## src/rtl/jtag_pkg.sv

```systemverilog
`default_nettype none

package jtag_pkg;

	// Instruction register
	localparam int IR_W = 4;
	localparam logic [IR_W-1:0] INSTR_IDCODE = 4'h1;
	localparam logic [IR_W-1:0] INSTR_REG_ACCESS = 4'h8;
	localparam logic [IR_W-1:0] INSTR_BYPASS = 4'hF;

	// Register bus and access scan layout {write, addr, data}
	localparam int ADDR_W = 4;
	localparam int DATA_W = 16;
	localparam int ACCESS_DR_W = 1 + ADDR_W + DATA_W;

	localparam int N_CFG = 4;
	localparam int N_STAT = 3;

	localparam logic [ADDR_W-1:0] ADDR_CDR_CTRL = 4'd0;
	localparam logic [ADDR_W-1:0] ADDR_PRBS_CTRL = 4'd1;
	localparam logic [ADDR_W-1:0] ADDR_SRAM_ADDR = 4'd2;
	localparam logic [ADDR_W-1:0] ADDR_RST_CTRL = 4'd3;

	localparam logic [ADDR_W-1:0] ADDR_PHASE_EST = 4'd8;
	localparam logic [ADDR_W-1:0] ADDR_PRBS_ERR = 4'd9;
	localparam logic [ADDR_W-1:0] ADDR_SRAM_DATA = 4'd10;

	// Control field widths
	localparam int KI_W = 4;
	localparam int KP_W = 4;
	localparam int PI_CTL_W = 6;
	localparam int PRBS_MODE_W = 2;
	localparam int SRAM_ADDR_W = 10;

	// RST_CTRL release bits
	localparam int RST_CDR_BIT = 0;
	localparam int RST_PRBS_BIT = 1;
	localparam int RST_SRAM_BIT = 2;

	typedef union packed {
		logic [DATA_W-1:0] raw;
		struct packed {
			logic en_ext_pi_ctl;
			logic invert;
			logic [KI_W-1:0] ki;
			logic [KP_W-1:0] kp;
			logic [PI_CTL_W-1:0] ext_pi_ctl;
		} f;
	} cdr_ctrl_u;

endpackage

`default_nettype wire

```

## src/rtl/dbg_bus_if.sv

```systemverilog
`default_nettype none

interface dbg_bus_if;
	logic req;
	logic ack;
	logic write;
	logic [jtag_pkg::ADDR_W-1:0] addr;
	logic [jtag_pkg::DATA_W-1:0] wdata;
	logic [jtag_pkg::DATA_W-1:0] rdata;

	modport requester (
		output req,
		output write,
		output addr,
		output wdata,
		input ack,
		input rdata
	);

	modport responder (
		input req,
		input write,
		input addr,
		input wdata,
		output ack,
		output rdata
	);
endinterface

`default_nettype wire

```

## src/rtl/tck_sync.sv

```systemverilog
`default_nettype none

module tck_sync #(
	parameter int SYNC_STAGES = 2
) (
	input wire logic clk,
	input wire logic arst_n_i,
	input wire logic tck_i,
	input wire logic tms_i,
	input wire logic tdi_i,
	input wire logic trst_n_i,
	output logic tck_rise_o,
	output logic tck_fall_o,
	output logic tms_o,
	output logic tdi_o,
	output logic trst_n_o
);
	// Bit order {trst_n, tdi, tms, tck}
	logic [SYNC_STAGES-1:0][3:0] sync_q;
	logic [3:0] pins_s;
	logic tck_q;

	assign pins_s = sync_q[SYNC_STAGES-1];

	always_ff @(posedge clk or negedge arst_n_i) begin
		if (!arst_n_i) begin
			sync_q <= '0;
			tck_q <= 1'b0;
			tck_rise_o <= 1'b0;
			tck_fall_o <= 1'b0;
			tms_o <= 1'b0;
			tdi_o <= 1'b0;
			trst_n_o <= 1'b0;
		end else begin
			sync_q[0] <= {trst_n_i, tdi_i, tms_i, tck_i};
			for (int i = 1; i < SYNC_STAGES; i++) begin
				sync_q[i] <= sync_q[i-1];
			end
			tck_q <= pins_s[0];
			tck_rise_o <= pins_s[0] & ~tck_q;
			tck_fall_o <= ~pins_s[0] & tck_q;
			// Same extra stage as the edge pulses
			tms_o <= pins_s[1];
			tdi_o <= pins_s[2];
			trst_n_o <= pins_s[3];
		end
	end
endmodule

`default_nettype wire

```

## src/rtl/jtag_tap.sv

```systemverilog
`default_nettype none

module jtag_tap #(
	parameter logic [31:0] IDCODE = 32'h0000_0001
) (
	input wire logic clk,
	input wire logic arst_n_i,
	input wire logic tck_rise_i,
	input wire logic tck_fall_i,
	input wire logic tms_i,
	input wire logic tdi_i,
	input wire logic trst_n_i,
	output logic tdo_o,
	dbg_bus_if.requester bus_o
);
	localparam logic [3:0] S_TLR = 4'd0;
	localparam logic [3:0] S_RTI = 4'd1;
	localparam logic [3:0] S_SEL_DR = 4'd2;
	localparam logic [3:0] S_CAP_DR = 4'd3;
	localparam logic [3:0] S_SHIFT_DR = 4'd4;
	localparam logic [3:0] S_EXIT1_DR = 4'd5;
	localparam logic [3:0] S_PAUSE_DR = 4'd6;
	localparam logic [3:0] S_EXIT2_DR = 4'd7;
	localparam logic [3:0] S_UPD_DR = 4'd8;
	localparam logic [3:0] S_SEL_IR = 4'd9;
	localparam logic [3:0] S_CAP_IR = 4'd10;
	localparam logic [3:0] S_SHIFT_IR = 4'd11;
	localparam logic [3:0] S_EXIT1_IR = 4'd12;
	localparam logic [3:0] S_PAUSE_IR = 4'd13;
	localparam logic [3:0] S_EXIT2_IR = 4'd14;
	localparam logic [3:0] S_UPD_IR = 4'd15;

	logic [3:0] state;
	logic [3:0] state_nxt;
	logic [jtag_pkg::IR_W-1:0] ir;
	logic [jtag_pkg::IR_W-1:0] ir_sr;
	logic [31:0] idcode_sr;
	logic [jtag_pkg::ACCESS_DR_W-1:0] access_sr;
	logic bypass_sr;
	logic dr_bit;
	logic update_stb;
	logic req_q;
	logic write_q;
	logic [jtag_pkg::ADDR_W-1:0] addr_q;
	logic [jtag_pkg::DATA_W-1:0] wdata_q;

	always_comb begin
		state_nxt = state;
		case (state)
			S_TLR: state_nxt = tms_i ? S_TLR : S_RTI;
			S_RTI: state_nxt = tms_i ? S_SEL_DR : S_RTI;
			S_SEL_DR: state_nxt = tms_i ? S_SEL_IR : S_CAP_DR;
			S_CAP_DR: state_nxt = tms_i ? S_EXIT1_DR : S_SHIFT_DR;
			S_SHIFT_DR: state_nxt = tms_i ? S_EXIT1_DR : S_SHIFT_DR;
			S_EXIT1_DR: state_nxt = tms_i ? S_UPD_DR : S_PAUSE_DR;
			S_PAUSE_DR: state_nxt = tms_i ? S_EXIT2_DR : S_PAUSE_DR;
			S_EXIT2_DR: state_nxt = tms_i ? S_UPD_DR : S_SHIFT_DR;
			S_UPD_DR: state_nxt = tms_i ? S_SEL_DR : S_RTI;
			S_SEL_IR: state_nxt = tms_i ? S_TLR : S_CAP_IR;
			S_CAP_IR: state_nxt = tms_i ? S_EXIT1_IR : S_SHIFT_IR;
			S_SHIFT_IR: state_nxt = tms_i ? S_EXIT1_IR : S_SHIFT_IR;
			S_EXIT1_IR: state_nxt = tms_i ? S_UPD_IR : S_PAUSE_IR;
			S_PAUSE_IR: state_nxt = tms_i ? S_EXIT2_IR : S_PAUSE_IR;
			S_EXIT2_IR: state_nxt = tms_i ? S_UPD_IR : S_SHIFT_IR;
			S_UPD_IR: state_nxt = tms_i ? S_SEL_DR : S_RTI;
		endcase
	end

	// Unknown opcodes fall back to bypass
	always_comb begin
		case (ir)
			jtag_pkg::INSTR_IDCODE: dr_bit = idcode_sr[0];
			jtag_pkg::INSTR_REG_ACCESS: dr_bit = access_sr[0];
			default: dr_bit = bypass_sr;
		endcase
	end

	always_ff @(posedge clk or negedge arst_n_i) begin
		if (!arst_n_i) begin
			state <= S_TLR;
			ir <= jtag_pkg::INSTR_IDCODE;
			ir_sr <= '0;
			idcode_sr <= '0;
			access_sr <= '0;
			bypass_sr <= 1'b0;
			update_stb <= 1'b0;
		end else if (!trst_n_i) begin
			state <= S_TLR;
			ir <= jtag_pkg::INSTR_IDCODE;
			update_stb <= 1'b0;
		end else begin
			update_stb <= tck_rise_i && (state_nxt == S_UPD_DR);
			if (tck_rise_i) begin
				state <= state_nxt;
				case (state)
					S_CAP_IR: ir_sr <= jtag_pkg::IR_W'(1);
					S_SHIFT_IR: ir_sr <= {tdi_i, ir_sr[jtag_pkg::IR_W-1:1]};
					S_CAP_DR: begin
						idcode_sr <= IDCODE;
						access_sr <= {1'b0, addr_q, bus_o.rdata};
						bypass_sr <= 1'b0;
					end
					S_SHIFT_DR: begin
						case (ir)
							jtag_pkg::INSTR_IDCODE: idcode_sr <= {tdi_i, idcode_sr[31:1]};
							jtag_pkg::INSTR_REG_ACCESS: begin
								access_sr <= {tdi_i, access_sr[jtag_pkg::ACCESS_DR_W-1:1]};
							end
							default: bypass_sr <= tdi_i;
						endcase
					end
					default: ;
				endcase
				if (state_nxt == S_UPD_IR) begin
					ir <= ir_sr;
				end else if (state_nxt == S_TLR) begin
					ir <= jtag_pkg::INSTR_IDCODE;
				end
			end
		end
	end

	// Requester side of the four-phase bus
	always_ff @(posedge clk or negedge arst_n_i) begin
		if (!arst_n_i) begin
			req_q <= 1'b0;
			write_q <= 1'b0;
			addr_q <= '0;
			wdata_q <= '0;
		end else if (req_q) begin
			if (bus_o.ack) begin
				req_q <= 1'b0;
			end
		end else if (update_stb && ir == jtag_pkg::INSTR_REG_ACCESS) begin
			req_q <= 1'b1;
			{write_q, addr_q, wdata_q} <= access_sr;
		end
	end

	assign bus_o.req = req_q;
	assign bus_o.write = write_q;
	assign bus_o.addr = addr_q;
	assign bus_o.wdata = wdata_q;

	always_ff @(posedge clk or negedge arst_n_i) begin
		if (!arst_n_i) begin
			tdo_o <= 1'b0;
		end else if (tck_fall_i) begin
			if (state == S_SHIFT_IR) begin
				tdo_o <= ir_sr[0];
			end else if (state == S_SHIFT_DR) begin
				tdo_o <= dr_bit;
			end else begin
				tdo_o <= 1'b0;
			end
		end
	end

	// Previous access must be fully closed before the next update
	a_update_idle: assert property (@(posedge clk) disable iff (!arst_n_i)
		(tck_rise_i && trst_n_i && state_nxt == S_UPD_DR) |-> !(bus_o.req || bus_o.ack));

	a_req_after_ack: assert property (@(posedge clk) disable iff (!arst_n_i)
		$fell(bus_o.req) |-> $past(bus_o.ack));
endmodule

`default_nettype wire

```

## src/rtl/dbg_regfile.sv

```systemverilog
`default_nettype none

module dbg_regfile (
	input wire logic clk,
	input wire logic arst_n_i,
	dbg_bus_if.responder bus_i,
	output logic [jtag_pkg::N_CFG-1:0][jtag_pkg::DATA_W-1:0] cfg_o,
	input wire logic [jtag_pkg::N_STAT-1:0][jtag_pkg::DATA_W-1:0] stat_i
);
	localparam int CFG_IDX_W = $clog2(jtag_pkg::N_CFG);
	localparam int STAT_IDX_W = $clog2(jtag_pkg::N_STAT);

	logic ack_q;
	logic [jtag_pkg::DATA_W-1:0] rdata_q;
	logic [jtag_pkg::DATA_W-1:0] rd_word;
	logic cfg_hit;
	logic stat_hit;
	logic [CFG_IDX_W-1:0] cfg_idx;
	logic [STAT_IDX_W-1:0] stat_idx;

	// Config words sit at their own address, status words from 8 up
	assign cfg_hit = bus_i.addr < jtag_pkg::ADDR_W'(jtag_pkg::N_CFG);
	assign stat_hit = bus_i.addr inside {[jtag_pkg::ADDR_PHASE_EST:jtag_pkg::ADDR_SRAM_DATA]};
	assign cfg_idx = CFG_IDX_W'(bus_i.addr);
	assign stat_idx = STAT_IDX_W'(bus_i.addr - jtag_pkg::ADDR_PHASE_EST);

	always_comb begin
		rd_word = '0;
		if (cfg_hit) begin
			rd_word = cfg_o[cfg_idx];
		end else if (stat_hit) begin
			rd_word = stat_i[stat_idx];
		end
	end

	always_ff @(posedge clk or negedge arst_n_i) begin
		if (!arst_n_i) begin
			ack_q <= 1'b0;
			rdata_q <= '0;
			cfg_o <= '0;
		end else if (bus_i.req && !ack_q) begin
			if (bus_i.write) begin
				// Status and unmapped writes are dropped
				if (cfg_hit) begin
					cfg_o[cfg_idx] <= bus_i.wdata;
				end
			end else begin
				rdata_q <= rd_word;
			end
			ack_q <= 1'b1;
		end else if (!bus_i.req) begin
			ack_q <= 1'b0;
		end
	end

	assign bus_i.ack = ack_q;
	assign bus_i.rdata = rdata_q;

	a_ack_needs_req: assert property (@(posedge clk) disable iff (!arst_n_i)
		$rose(bus_i.ack) |-> bus_i.req);
endmodule

`default_nettype wire

```

## src/rtl/dbg_router.sv

```systemverilog
`default_nettype none

module dbg_router (
	input wire logic clk,
	input wire logic arst_n_i,
	input wire logic [jtag_pkg::N_CFG-1:0][jtag_pkg::DATA_W-1:0] cfg_i,
	output logic [jtag_pkg::N_STAT-1:0][jtag_pkg::DATA_W-1:0] stat_o,
	output logic cdr_en_ext_pi_ctl_o,
	output logic cdr_invert_o,
	output logic [jtag_pkg::KI_W-1:0] cdr_ki_o,
	output logic [jtag_pkg::KP_W-1:0] cdr_kp_o,
	output logic [jtag_pkg::PI_CTL_W-1:0] cdr_ext_pi_ctl_o,
	output logic [jtag_pkg::PRBS_MODE_W-1:0] prbs_checker_mode_o,
	output logic [jtag_pkg::SRAM_ADDR_W-1:0] sram_in_addr_o,
	output logic cdr_rst_n_o,
	output logic prbs_rst_n_o,
	output logic sram_rst_n_o,
	input wire logic [jtag_pkg::DATA_W-1:0] phase_est_i,
	input wire logic [jtag_pkg::DATA_W-1:0] prbs_err_cnt_i,
	input wire logic [jtag_pkg::DATA_W-1:0] sram_out_data_i
);
	jtag_pkg::cdr_ctrl_u cdr_w;
	logic [jtag_pkg::DATA_W-1:0] rst_w;

	// CDR
	assign cdr_w.raw = cfg_i[jtag_pkg::ADDR_CDR_CTRL];
	assign cdr_en_ext_pi_ctl_o = cdr_w.f.en_ext_pi_ctl;
	assign cdr_invert_o = cdr_w.f.invert;
	assign cdr_ki_o = cdr_w.f.ki;
	assign cdr_kp_o = cdr_w.f.kp;
	assign cdr_ext_pi_ctl_o = cdr_w.f.ext_pi_ctl;

	// PRBS and SRAM
	assign prbs_checker_mode_o = cfg_i[jtag_pkg::ADDR_PRBS_CTRL][jtag_pkg::PRBS_MODE_W-1:0];
	assign sram_in_addr_o = cfg_i[jtag_pkg::ADDR_SRAM_ADDR][jtag_pkg::SRAM_ADDR_W-1:0];

	// Blocks stay in reset while the chip is in reset
	assign rst_w = cfg_i[jtag_pkg::ADDR_RST_CTRL];
	assign cdr_rst_n_o = arst_n_i & rst_w[jtag_pkg::RST_CDR_BIT];
	assign prbs_rst_n_o = arst_n_i & rst_w[jtag_pkg::RST_PRBS_BIT];
	assign sram_rst_n_o = arst_n_i & rst_w[jtag_pkg::RST_SRAM_BIT];

	always_ff @(posedge clk) begin
		stat_o[jtag_pkg::ADDR_PHASE_EST - jtag_pkg::ADDR_PHASE_EST] <= phase_est_i;
		stat_o[jtag_pkg::ADDR_PRBS_ERR - jtag_pkg::ADDR_PHASE_EST] <= prbs_err_cnt_i;
		stat_o[jtag_pkg::ADDR_SRAM_DATA - jtag_pkg::ADDR_PHASE_EST] <= sram_out_data_i;
	end
endmodule

`default_nettype wire

```

## src/rtl/jtag_top.sv

```systemverilog
`default_nettype none

module jtag_top #(
	parameter logic [31:0] IDCODE = 32'h4a7d_1043,
	parameter int SYNC_STAGES = 2
) (
	input wire logic clk,
	input wire logic arst_n_i,
	input wire logic tck_i,
	input wire logic tms_i,
	input wire logic tdi_i,
	input wire logic trst_n_i,
	output logic tdo_o,
	output logic cdr_en_ext_pi_ctl_o,
	output logic cdr_invert_o,
	output logic [jtag_pkg::KI_W-1:0] cdr_ki_o,
	output logic [jtag_pkg::KP_W-1:0] cdr_kp_o,
	output logic [jtag_pkg::PI_CTL_W-1:0] cdr_ext_pi_ctl_o,
	output logic [jtag_pkg::PRBS_MODE_W-1:0] prbs_checker_mode_o,
	output logic [jtag_pkg::SRAM_ADDR_W-1:0] sram_in_addr_o,
	output logic cdr_rst_n_o,
	output logic prbs_rst_n_o,
	output logic sram_rst_n_o,
	input wire logic [jtag_pkg::DATA_W-1:0] phase_est_i,
	input wire logic [jtag_pkg::DATA_W-1:0] prbs_err_cnt_i,
	input wire logic [jtag_pkg::DATA_W-1:0] sram_out_data_i
);
	logic tck_rise;
	logic tck_fall;
	logic tms_s;
	logic tdi_s;
	logic trst_n_s;
	logic [jtag_pkg::N_CFG-1:0][jtag_pkg::DATA_W-1:0] cfg;
	logic [jtag_pkg::N_STAT-1:0][jtag_pkg::DATA_W-1:0] stat;

	dbg_bus_if dbg_bus_i ();

	tck_sync #(
		.SYNC_STAGES(SYNC_STAGES)
	) tck_sync_i (
		.clk(clk),
		.arst_n_i(arst_n_i),
		.tck_i(tck_i),
		.tms_i(tms_i),
		.tdi_i(tdi_i),
		.trst_n_i(trst_n_i),
		.tck_rise_o(tck_rise),
		.tck_fall_o(tck_fall),
		.tms_o(tms_s),
		.tdi_o(tdi_s),
		.trst_n_o(trst_n_s)
	);

	jtag_tap #(
		.IDCODE(IDCODE)
	) jtag_tap_i (
		.clk(clk),
		.arst_n_i(arst_n_i),
		.tck_rise_i(tck_rise),
		.tck_fall_i(tck_fall),
		.tms_i(tms_s),
		.tdi_i(tdi_s),
		.trst_n_i(trst_n_s),
		.tdo_o(tdo_o),
		.bus_o(dbg_bus_i.requester)
	);

	dbg_regfile dbg_regfile_i (
		.clk(clk),
		.arst_n_i(arst_n_i),
		.bus_i(dbg_bus_i.responder),
		.cfg_o(cfg),
		.stat_i(stat)
	);

	dbg_router dbg_router_i (
		.clk(clk),
		.arst_n_i(arst_n_i),
		.cfg_i(cfg),
		.stat_o(stat),
		.cdr_en_ext_pi_ctl_o(cdr_en_ext_pi_ctl_o),
		.cdr_invert_o(cdr_invert_o),
		.cdr_ki_o(cdr_ki_o),
		.cdr_kp_o(cdr_kp_o),
		.cdr_ext_pi_ctl_o(cdr_ext_pi_ctl_o),
		.prbs_checker_mode_o(prbs_checker_mode_o),
		.sram_in_addr_o(sram_in_addr_o),
		.cdr_rst_n_o(cdr_rst_n_o),
		.prbs_rst_n_o(prbs_rst_n_o),
		.sram_rst_n_o(sram_rst_n_o),
		.phase_est_i(phase_est_i),
		.prbs_err_cnt_i(prbs_err_cnt_i),
		.sram_out_data_i(sram_out_data_i)
	);
endmodule

`default_nettype wire

```

## config.mk

```make
export PLATFORM = sky130hd
export DESIGN_NAME = jtag_top
export DESIGN_NICKNAME = d
export VERILOG_FILES = /design/src/rtl/jtag_pkg.sv /design/src/rtl/dbg_bus_if.sv /design/src/rtl/tck_sync.sv /design/src/rtl/jtag_tap.sv /design/src/rtl/dbg_regfile.sv /design/src/rtl/dbg_router.sv /design/src/rtl/jtag_top.sv
export SDC_FILE = /design/constraint.sdc
export NUM_CORES = 1
export LEC_CHECK = 0
export BUFFER_PORTS_ARGS = -buffer_cell sky130_fd_sc_hd__clkbuf_2
export CAP_MARGIN = 30
export CORE_UTILIZATION = 55
export CTS_BUF_LIST = sky130_fd_sc_hd__clkbuf_2 sky130_fd_sc_hd__clkbuf_4 sky130_fd_sc_hd__clkbuf_8
export DETAILED_ROUTE_END_ITERATION = 8
export PLACE_DENSITY = 0.89
export SYNTH_ARGS = -nofsm -noshare
export SYNTH_HDL_FRONTEND = slang
export SYNTH_SLANG_ARGS = --single-unit
```

## constraint.sdc

```tcl
create_clock -name clk -period 1.95 [get_ports clk]
set_input_delay 0.4875 -clock clk [delete_from_list [all_inputs] [get_ports clk]]
set_output_delay 0.4875 -clock clk [all_outputs]
set_load 0.005 [all_outputs]
```

==> results of run 1 <==
==> worst max-delay path, delay by kind of cell (launching register included) <==
family,cells,cell delay [ns]
DFF,1,0.42
AOI/OAI and AO/OA,2,0.60
and+or+nand+nor,2,0.76
==> worst max path at each step <==
stage / to / startpoint
2_1_floorplan: dbg_regfile_i.cfg_o[10]$_DFFE_PN0P_ / jtag_tap_i.bus_o.addr[3]$_DFFE_PN0P_
3_3_place_gp: jtag_tap_i.idcode_sr[30]$_DFFE_PN0P_ / jtag_tap_i.state[1]$_DFFE_PN0P_
3_5_place_dp: jtag_tap_i.idcode_sr[25]$_DFFE_PN0P_ / jtag_tap_i.state[1]$_DFFE_PN0P_
4_1_cts: jtag_tap_i.idcode_sr[25]$_DFFE_PN0P_ / jtag_tap_i.state[1]$_DFFE_PN0P_
5_1_grt: dbg_regfile_i.cfg_o[6]$_DFFE_PN0P_ / jtag_tap_i.bus_o.addr[2]$_DFFE_PN0P_
6_report: jtag_tap_i.idcode_sr[25]$_DFFE_PN0P_ / jtag_tap_i.state[1]$_DFFE_PN0P_
==> stage by stage <==
step / area (µm²) / setup slack [ns] / util, % / setup TNS [ns]
2_1_floorplan: 9270 / 0.00213 / - / 0
3_3_place_gp: 10000 / 0.0846 / 60.6 / 0
3_5_place_dp: 10000 / 0.0244 / 60.6 / 0
4_1_cts: 10900 / 0.0118 / 65.8 / 0
5_1_grt: 10900 / -0.00861 / 66.1 / -0.0105
6_report: 10900 / 0.0472 / 66.1 / 0
==> layer usage <==
| layer | global-route usage [%] | share of wire, % | vias up |
|---|---|---|---|
| li1 | - | - | 2676 |
| met1 | 31.6 | 43 | 3063 |
| met4 | 10.0 | 2.4 | 0 |
| met5 | 0 | 0 | - |
| met2 | 39.1 | 49 | 215 |
| met3 | 4.86 | 5.8 | 50 |
==> area by class of cell <==
class                           count  area, µm²  area share, %
Clock buffer                       59        749           6.86
Sequential cell                   233       5590           51.2
Clock inverter                      9        120           1.10
Timing Repair Buffer              126        877           8.03
Tap cell                          220        275           2.52
Multi-Input combinational cell    369       3280           30.0
Inverter                            8       30.0          0.275
==> state kept, by name, summed over array words and instances, names as in the netlist, 4 cells and up <==
name,flops
dbg_regfile_i.bus_i.rdata,16
dbg_regfile_i.cfg_o,64
dbg_router_i.stat_o,48
jtag_tap_i.access_sr,21
jtag_tap_i.bus_o.addr,4
jtag_tap_i.bus_o.wdata,16
jtag_tap_i.idcode_sr,32
jtag_tap_i.ir,4
jtag_tap_i.ir_sr,4
jtag_tap_i.state,4
tck_sync_i.pins_s,4
tck_sync_i.sync_q,4
==> power by group <==
part           switching [mW]  internal [mW]  total (mW)
combinational           0.154          0.110       0.264
clock                    1.90           2.85        4.75
sequential             0.0495           4.93        4.98
total                    2.11           7.88        9.99
==> cell usage in the layout (no fill, tap or decap), types with 9 or more instances in the layout <==
cell,n
dfrtp_1,182
clkbuf_2,84
mux2_2,79
clkbuf_8,49
dfxtp_1,48
o21ai_0,30
buf_4,30
nand2_1,27
o2bb2ai_1,21
and2_1,20
a22oi_1,20
a22o_1,20
mux2i_1,16
mux4_2,16
a221o_1,16
o22a_1,13
buf_12,11
nor2_1,10
clkbuf_4,10
nor2b_1,9
==> cells by family (layout without fill, tap and decap cells) <==
kind of cell,after synthesis,count (layout),synth area share [%]
XOR/XNOR,1,1,0.0947
buffers and inverters,80,202,4.67
AND/OR/NAND/NOR,101,102,6.27
multiplexers,117,117,16.0
flip-flops,233,233,60.5
AO/OA/AOI/OAI,149,149,12.5
==> metrics.cfg, run 1 <==
[worst_setup_path]
required_ns = 2.36
critPathMaxStageDelay_ns = 0.42
start_kind = register
cp_slowest_cell = dfrtp_1
arrival_ns = 2.32
cp_cell_sequence = or3b_1 -> a211o_2 -> or3_4 -> o22a_1
ff2ff_setup_slack_ns = 0.05
reg2reg_to = jtag_tap_i.idcode_sr[25]$_DFFE_PN0P_
cp-end-kind = register
crit_fanout = 7
r2r-start = jtag_tap_i.state[1]$_DFFE_PN0P_
rr_worst_depth = 4
crit_type = register to register

[timing]
drv_slew = 0
worstMarginPinSlew_ns = 0.777
finClkSkew_ns = 0.0252
rsz0062_at_grt = true
hold_viol = 11
hold_slack_ns = -0.0333
max_slew_margin_pct = 48.1
fin_crit_sh_pct = 97.6
setup_violations = 0
period_needed_ns = 1.90
fmax_mhz = 526

[synth]
ys_ff_latch = 233
ys.flop_type = dfrtp_1
synth.most_common_cell = dfrtp_1
ys_types = 58
seq_area_frac_synth_pct = 60.5
yosysWarnings = 0
netlist_top_cells_area = dfrtp_1 (50%), dfxtp_1 (10%), mux2_2 (10%)
synth-edff-count = 0
yosysTopAreaCellShare_pct = 49.8
syn_nets = 735
yosysTopAreaCell = dfrtp_1
netlist_area_mm2 = 0.00925
async_flop_share_pct = 79.4
synth_area_per_cell_um2 = 13.6
ys_top_cells_by_count = dfrtp_1 (184), mux2_2 (85), dfxtp_1 (48)
synthCells = 681

[route]
finalWirelength_um = 19900
avgViaCountPerCell = 5.86
vias = 6004
dr.pass1.iters = 5
ant_nets = 0
dr.first_iter.drc_count = 413
drc_errors = 0
avgRoutedWirePerCell_um = 19.4

[grt]
antenna_found_initial = 0
grt_pass1_vias = 6387
overflow = 0
grt.total_usage_pct = 24.1
grt_max_degree = 94
grt_pass1_wl_um = 33100

[clock_network]
post_cts_resized = 0
cts_setup_buffers = 0
cts.htree.levels = 2
cts_buffers = 38
cts.sinks = 233
clkSlewWorstSetupHoldPaths_ns = 0.06
cts_tree = built
cts_root_buffer = clkbuf_8
worstSkewPairLatency_ns = 0.54
clock_path_buffers = 3
hold_buffers = 0

[floorplan]
start_util_pct = 56.0
die_area_mm2 = 0.0173
num_rows = 47
die_w_um = 132
fp.dieH_um = 132
ios = 86
fp.coreArea_mm2 = 0.0165

[final_layout]
final_net_count = 830
fillers = 1139
final_cells = 1024
drive_above_1_share_pct = 38.8
diodes = 0
syn_to_final_growth_pct = 18.2

[hold_path]
hp-class = input port to async pin

[placed_design]
io_buffers = 85
hpwl_um = 12200
dp.cells = 955
gp_congestion = 0.784

[pwr]
power_mw = 9.99
p_leak_nw = 5.14
max-vdd-ir-drop_v = 0.000804
power_density_mw_per_mm2 = 914

[status]
status = finished, violations left
failed_checks = hold timing

[job]
drv_cap = 0

Note: power is estimated with default switching activity, not from simulation.
==> inputs of run 2 (changes only) <==
--- a/config.mk
+++ b/config.mk
@@ -7,7 +7,9 @@
 export LEC_CHECK = 0
 export BUFFER_PORTS_ARGS = -buffer_cell sky130_fd_sc_hd__clkbuf_2
 export CAP_MARGIN = 30
-export CORE_UTILIZATION = 55
+export CELL_PAD_IN_SITES_DETAIL_PLACEMENT = 0
+export CELL_PAD_IN_SITES_GLOBAL_PLACEMENT = 1
+export CORE_UTILIZATION = 46
 export CTS_BUF_LIST = sky130_fd_sc_hd__clkbuf_2 sky130_fd_sc_hd__clkbuf_4 sky130_fd_sc_hd__clkbuf_8
 export DETAILED_ROUTE_END_ITERATION = 8
 export PLACE_DENSITY = 0.89
==> run 2 against run 1 <==
Net effect: the flow now finishes without violations; non-clock buffer count is 1 higher; global-route usage is 4.4 points lower; cell count is 4.7% higher; design area is 0.28% higher; first-iteration DRC count is 3.4% higher; maximum frequency is 0.49% lower; hold slack better by 0.063 ns; combinational power is 2% lower; critical path depth stayed put; total power is 2.4% lower; wire length is 2.2% lower; count of clock-buffer cells in the layout is 5 higher; highest routed layer unchanged.
==> metrics.cfg, run 2 (same netlist as run 1, synthesis figures left out) <==
[status]
status = complete, no violations

[floorplan]
die_area_mm2 = 0.0207  ; +19%
fp.coreArea_mm2 = 0.0196  ; +19%
start_util_pct = 47.2  ; -8.8 points
ios = 86  ; unchanged
die_w_um = 144  ; +9.2%
num_rows = 51  ; +8.5%
fp.dieH_um = 144  ; +9.2%

[timing]
hold_viol = 0  ; -11
setup_violations = 0  ; unchanged
drv_slew = 0  ; unchanged
worstMarginPinSlew_ns = 0.665  ; -0.112 ns
setup_ws_ns = 0.0378  ; -0.00944 ns
period_needed_ns = 1.91  ; +0.00944 ns
max_slew_margin_pct = 55.7  ; +7.6 points
fin_crit_sh_pct = 98.1  ; +0.48 points
fmax_mhz = 523  ; -0.49%
finClkSkew_ns = 0.0240  ; -0.00130 ns
rsz0062_at_grt = true

[clock_network]
clkSlewWorstSetupHoldPaths_ns = 0.06  ; about the same
cts.htree.levels = 2  ; unchanged
clock_path_buffers = 3  ; unchanged
cts_setup_buffers = 0  ; unchanged
cts_tree = built
cts_root_buffer = clkbuf_8
cts_buffers = 38  ; unchanged
cts.sinks = 233  ; unchanged
worstSkewPairLatency_ns = 0.55  ; about the same

[worst_setup_path]
cp-end-kind = register
crit_fanout = 7  ; unchanged
required_ns = 2.37  ; about the same
start_kind = register
crit_type = register to register
arrival_ns = 2.33  ; about the same

[final_layout]
final_net_count = 831  ; +0.12%
fillers = 1617  ; +42%
syn_to_final_growth_pct = 18.5
regMostFlops = dbg_regfile_i.cfg_o
multi_input_area_mm2 = 0.00328  ; about the same
fin_util_pct = 55.9  ; -10 points
largestRegisters = dbg_regfile_i.cfg_o (64), dbg_router_i.stat_o (48), jtag_tap_i.idcode_sr (32)
final_cell_mix = dfrtp_1 (182), clkbuf_2 (84), mux2_2 (81)
postLayoutCellArea_mm2 = 0.0110  ; +0.28%
final_common_cell = dfrtp_1
ff_latch_area_mm2 = 0.00559  ; unchanged
largest_reg_flops = 64  ; unchanged
drive_above_1_share_pct = 38.9  ; +0.10 points
diodes = 0  ; unchanged

[route]
dr.first_iter.drc_count = 427  ; +3.4%
ant_nets = 0  ; unchanged
avgViaCountPerCell = 5.41  ; -7.8%
drc_errors = 0  ; unchanged
avgRoutedWirePerCell_um = 18.2  ; -6.5%
vias = 5796  ; -3.5%
finalWirelength_um = 19500  ; -2.2%
dr.pass1.iters = 4  ; -1

[placed_design]
place_area_mm2 = 0.0100  ; +0.44%
hpwl_um = 12300  ; +0.37%
gp_congestion = 0.800  ; +2.0%
io_buffers = 85  ; unchanged
pre_cts_slack_ns = 0.0404  ; +0.0160 ns

[grt]
antenna_found_initial = 0  ; unchanged
grt_pass1_vias = 5925  ; -7.2%
grt.total_usage_pct = 19.7  ; -4.4 points
grt_pass1_wl_um = 31600  ; -4.6%
overflow = 0  ; unchanged
grt_max_degree = 122  ; +30%

[hold_path]
hp-class = input port to async pin

[job]
drv_cap = 0  ; unchanged

[pwr]
power_density_mw_per_mm2 = 890  ; -2.7%
p_leak_nw = 5.11  ; -0.51%
power_mw = 9.75  ; -2.4%
max-vdd-ir-drop_v = 0.000437  ; -46%

run 2: cell count changes in the layout (fill, tap and decap cells not counted), sizes merged:
cell         change
clkbuf           +5
bufinv           -3
clkinv           -3
inv              +2
clkinvlp         +1
dlygate4sd3      +1
run 2: timing repair:
action | in CTS | in global routing
setup endpoints to repair | 0 | 41
hold buffers | 1 | 0
gates resized for setup | 0 | 12
endpoints found under the hold margin | 12 | 0
run 2: worst max-delay path: stages, from the launching register on:
cell,delay [ns]
dfrtp_1,0.40
or3b_1,0.40
a211o_4,0.38
or3_4,0.39
o22a_1,0.22
run 2: where the power goes:
group | leakage (nW) | switching, mW | total [mW] | internal, mW
clock network | 0.447 | 1.91 | 4.51 | 2.60
logic | 1.73 | 0.152 | 0.258 | 0.106
registers | 2.94 | 0.0491 | 4.98 | 4.93
total | 5.11 | 2.11 | 9.75 | 7.64
run 2: metal layers:
| layer | share of wire, % | vias up | track usage, % |
|---|---|---|---|
| li1 | - | 2693 | - |
| met1 | 46 | 2935 | 27.2 |
| met2 | 47 | 141 | 31.0 |
| met3 | 5.5 | 27 | 3.87 |
| met4 | 1.7 | 0 | 6.77 |
| met5 | 0 | - | 0 |
run 2: cell type report:
class                   count  share of cell area [%]
clock buffers              64                    7.30
well taps                 265                    3.03
clock inverters             6                   0.365
repair buffers            127                    8.05
multi-input cells         369                    29.9
flip-flops and latches    233                    51.0
inverters                   8                   0.274
run 2: final timing paths:
path	startpoint	to	slack, ns	depth (start not counted)
max in group asynchronous	arst_n_i	dbg_regfile_i.cfg_o[20]$_DFFE_PN0P_	1.05	2
max	jtag_tap_i.state[0]$_DFFE_PN0P_	jtag_tap_i.idcode_sr[19]$_DFFE_PN0P_	0.04	4
min reg2reg	tck_sync_i.pins_s[1]$_DFF_PN0_	tck_sync_i.tms_o$_DFF_PN0_	0.35	0
max reg2reg	jtag_tap_i.state[0]$_DFFE_PN0P_	jtag_tap_i.idcode_sr[19]$_DFFE_PN0P_	0.04	4
min	arst_n_i	jtag_tap_i.ir[3]$_DFFE_PN0P_	0.03	2
min in group clk	phase_est_i[13]	dbg_router_i.stat_o[13]$_DFF_P_	0.04	1
run 2: metrics by stage:
stage / cells / TNS (ns) / hold WS [ns]
4_1_cts: 1071 / 0 / 0.0201
2_1_floorplan: 681 / 0 / 0.192
3_3_place_gp: 999 / 0 / 0.326
6_report: 1072 / 0 / 0.0302
3_5_place_dp: 1000 / 0 / 0.329
5_1_grt: 1072 / -0.345 / 0.0255
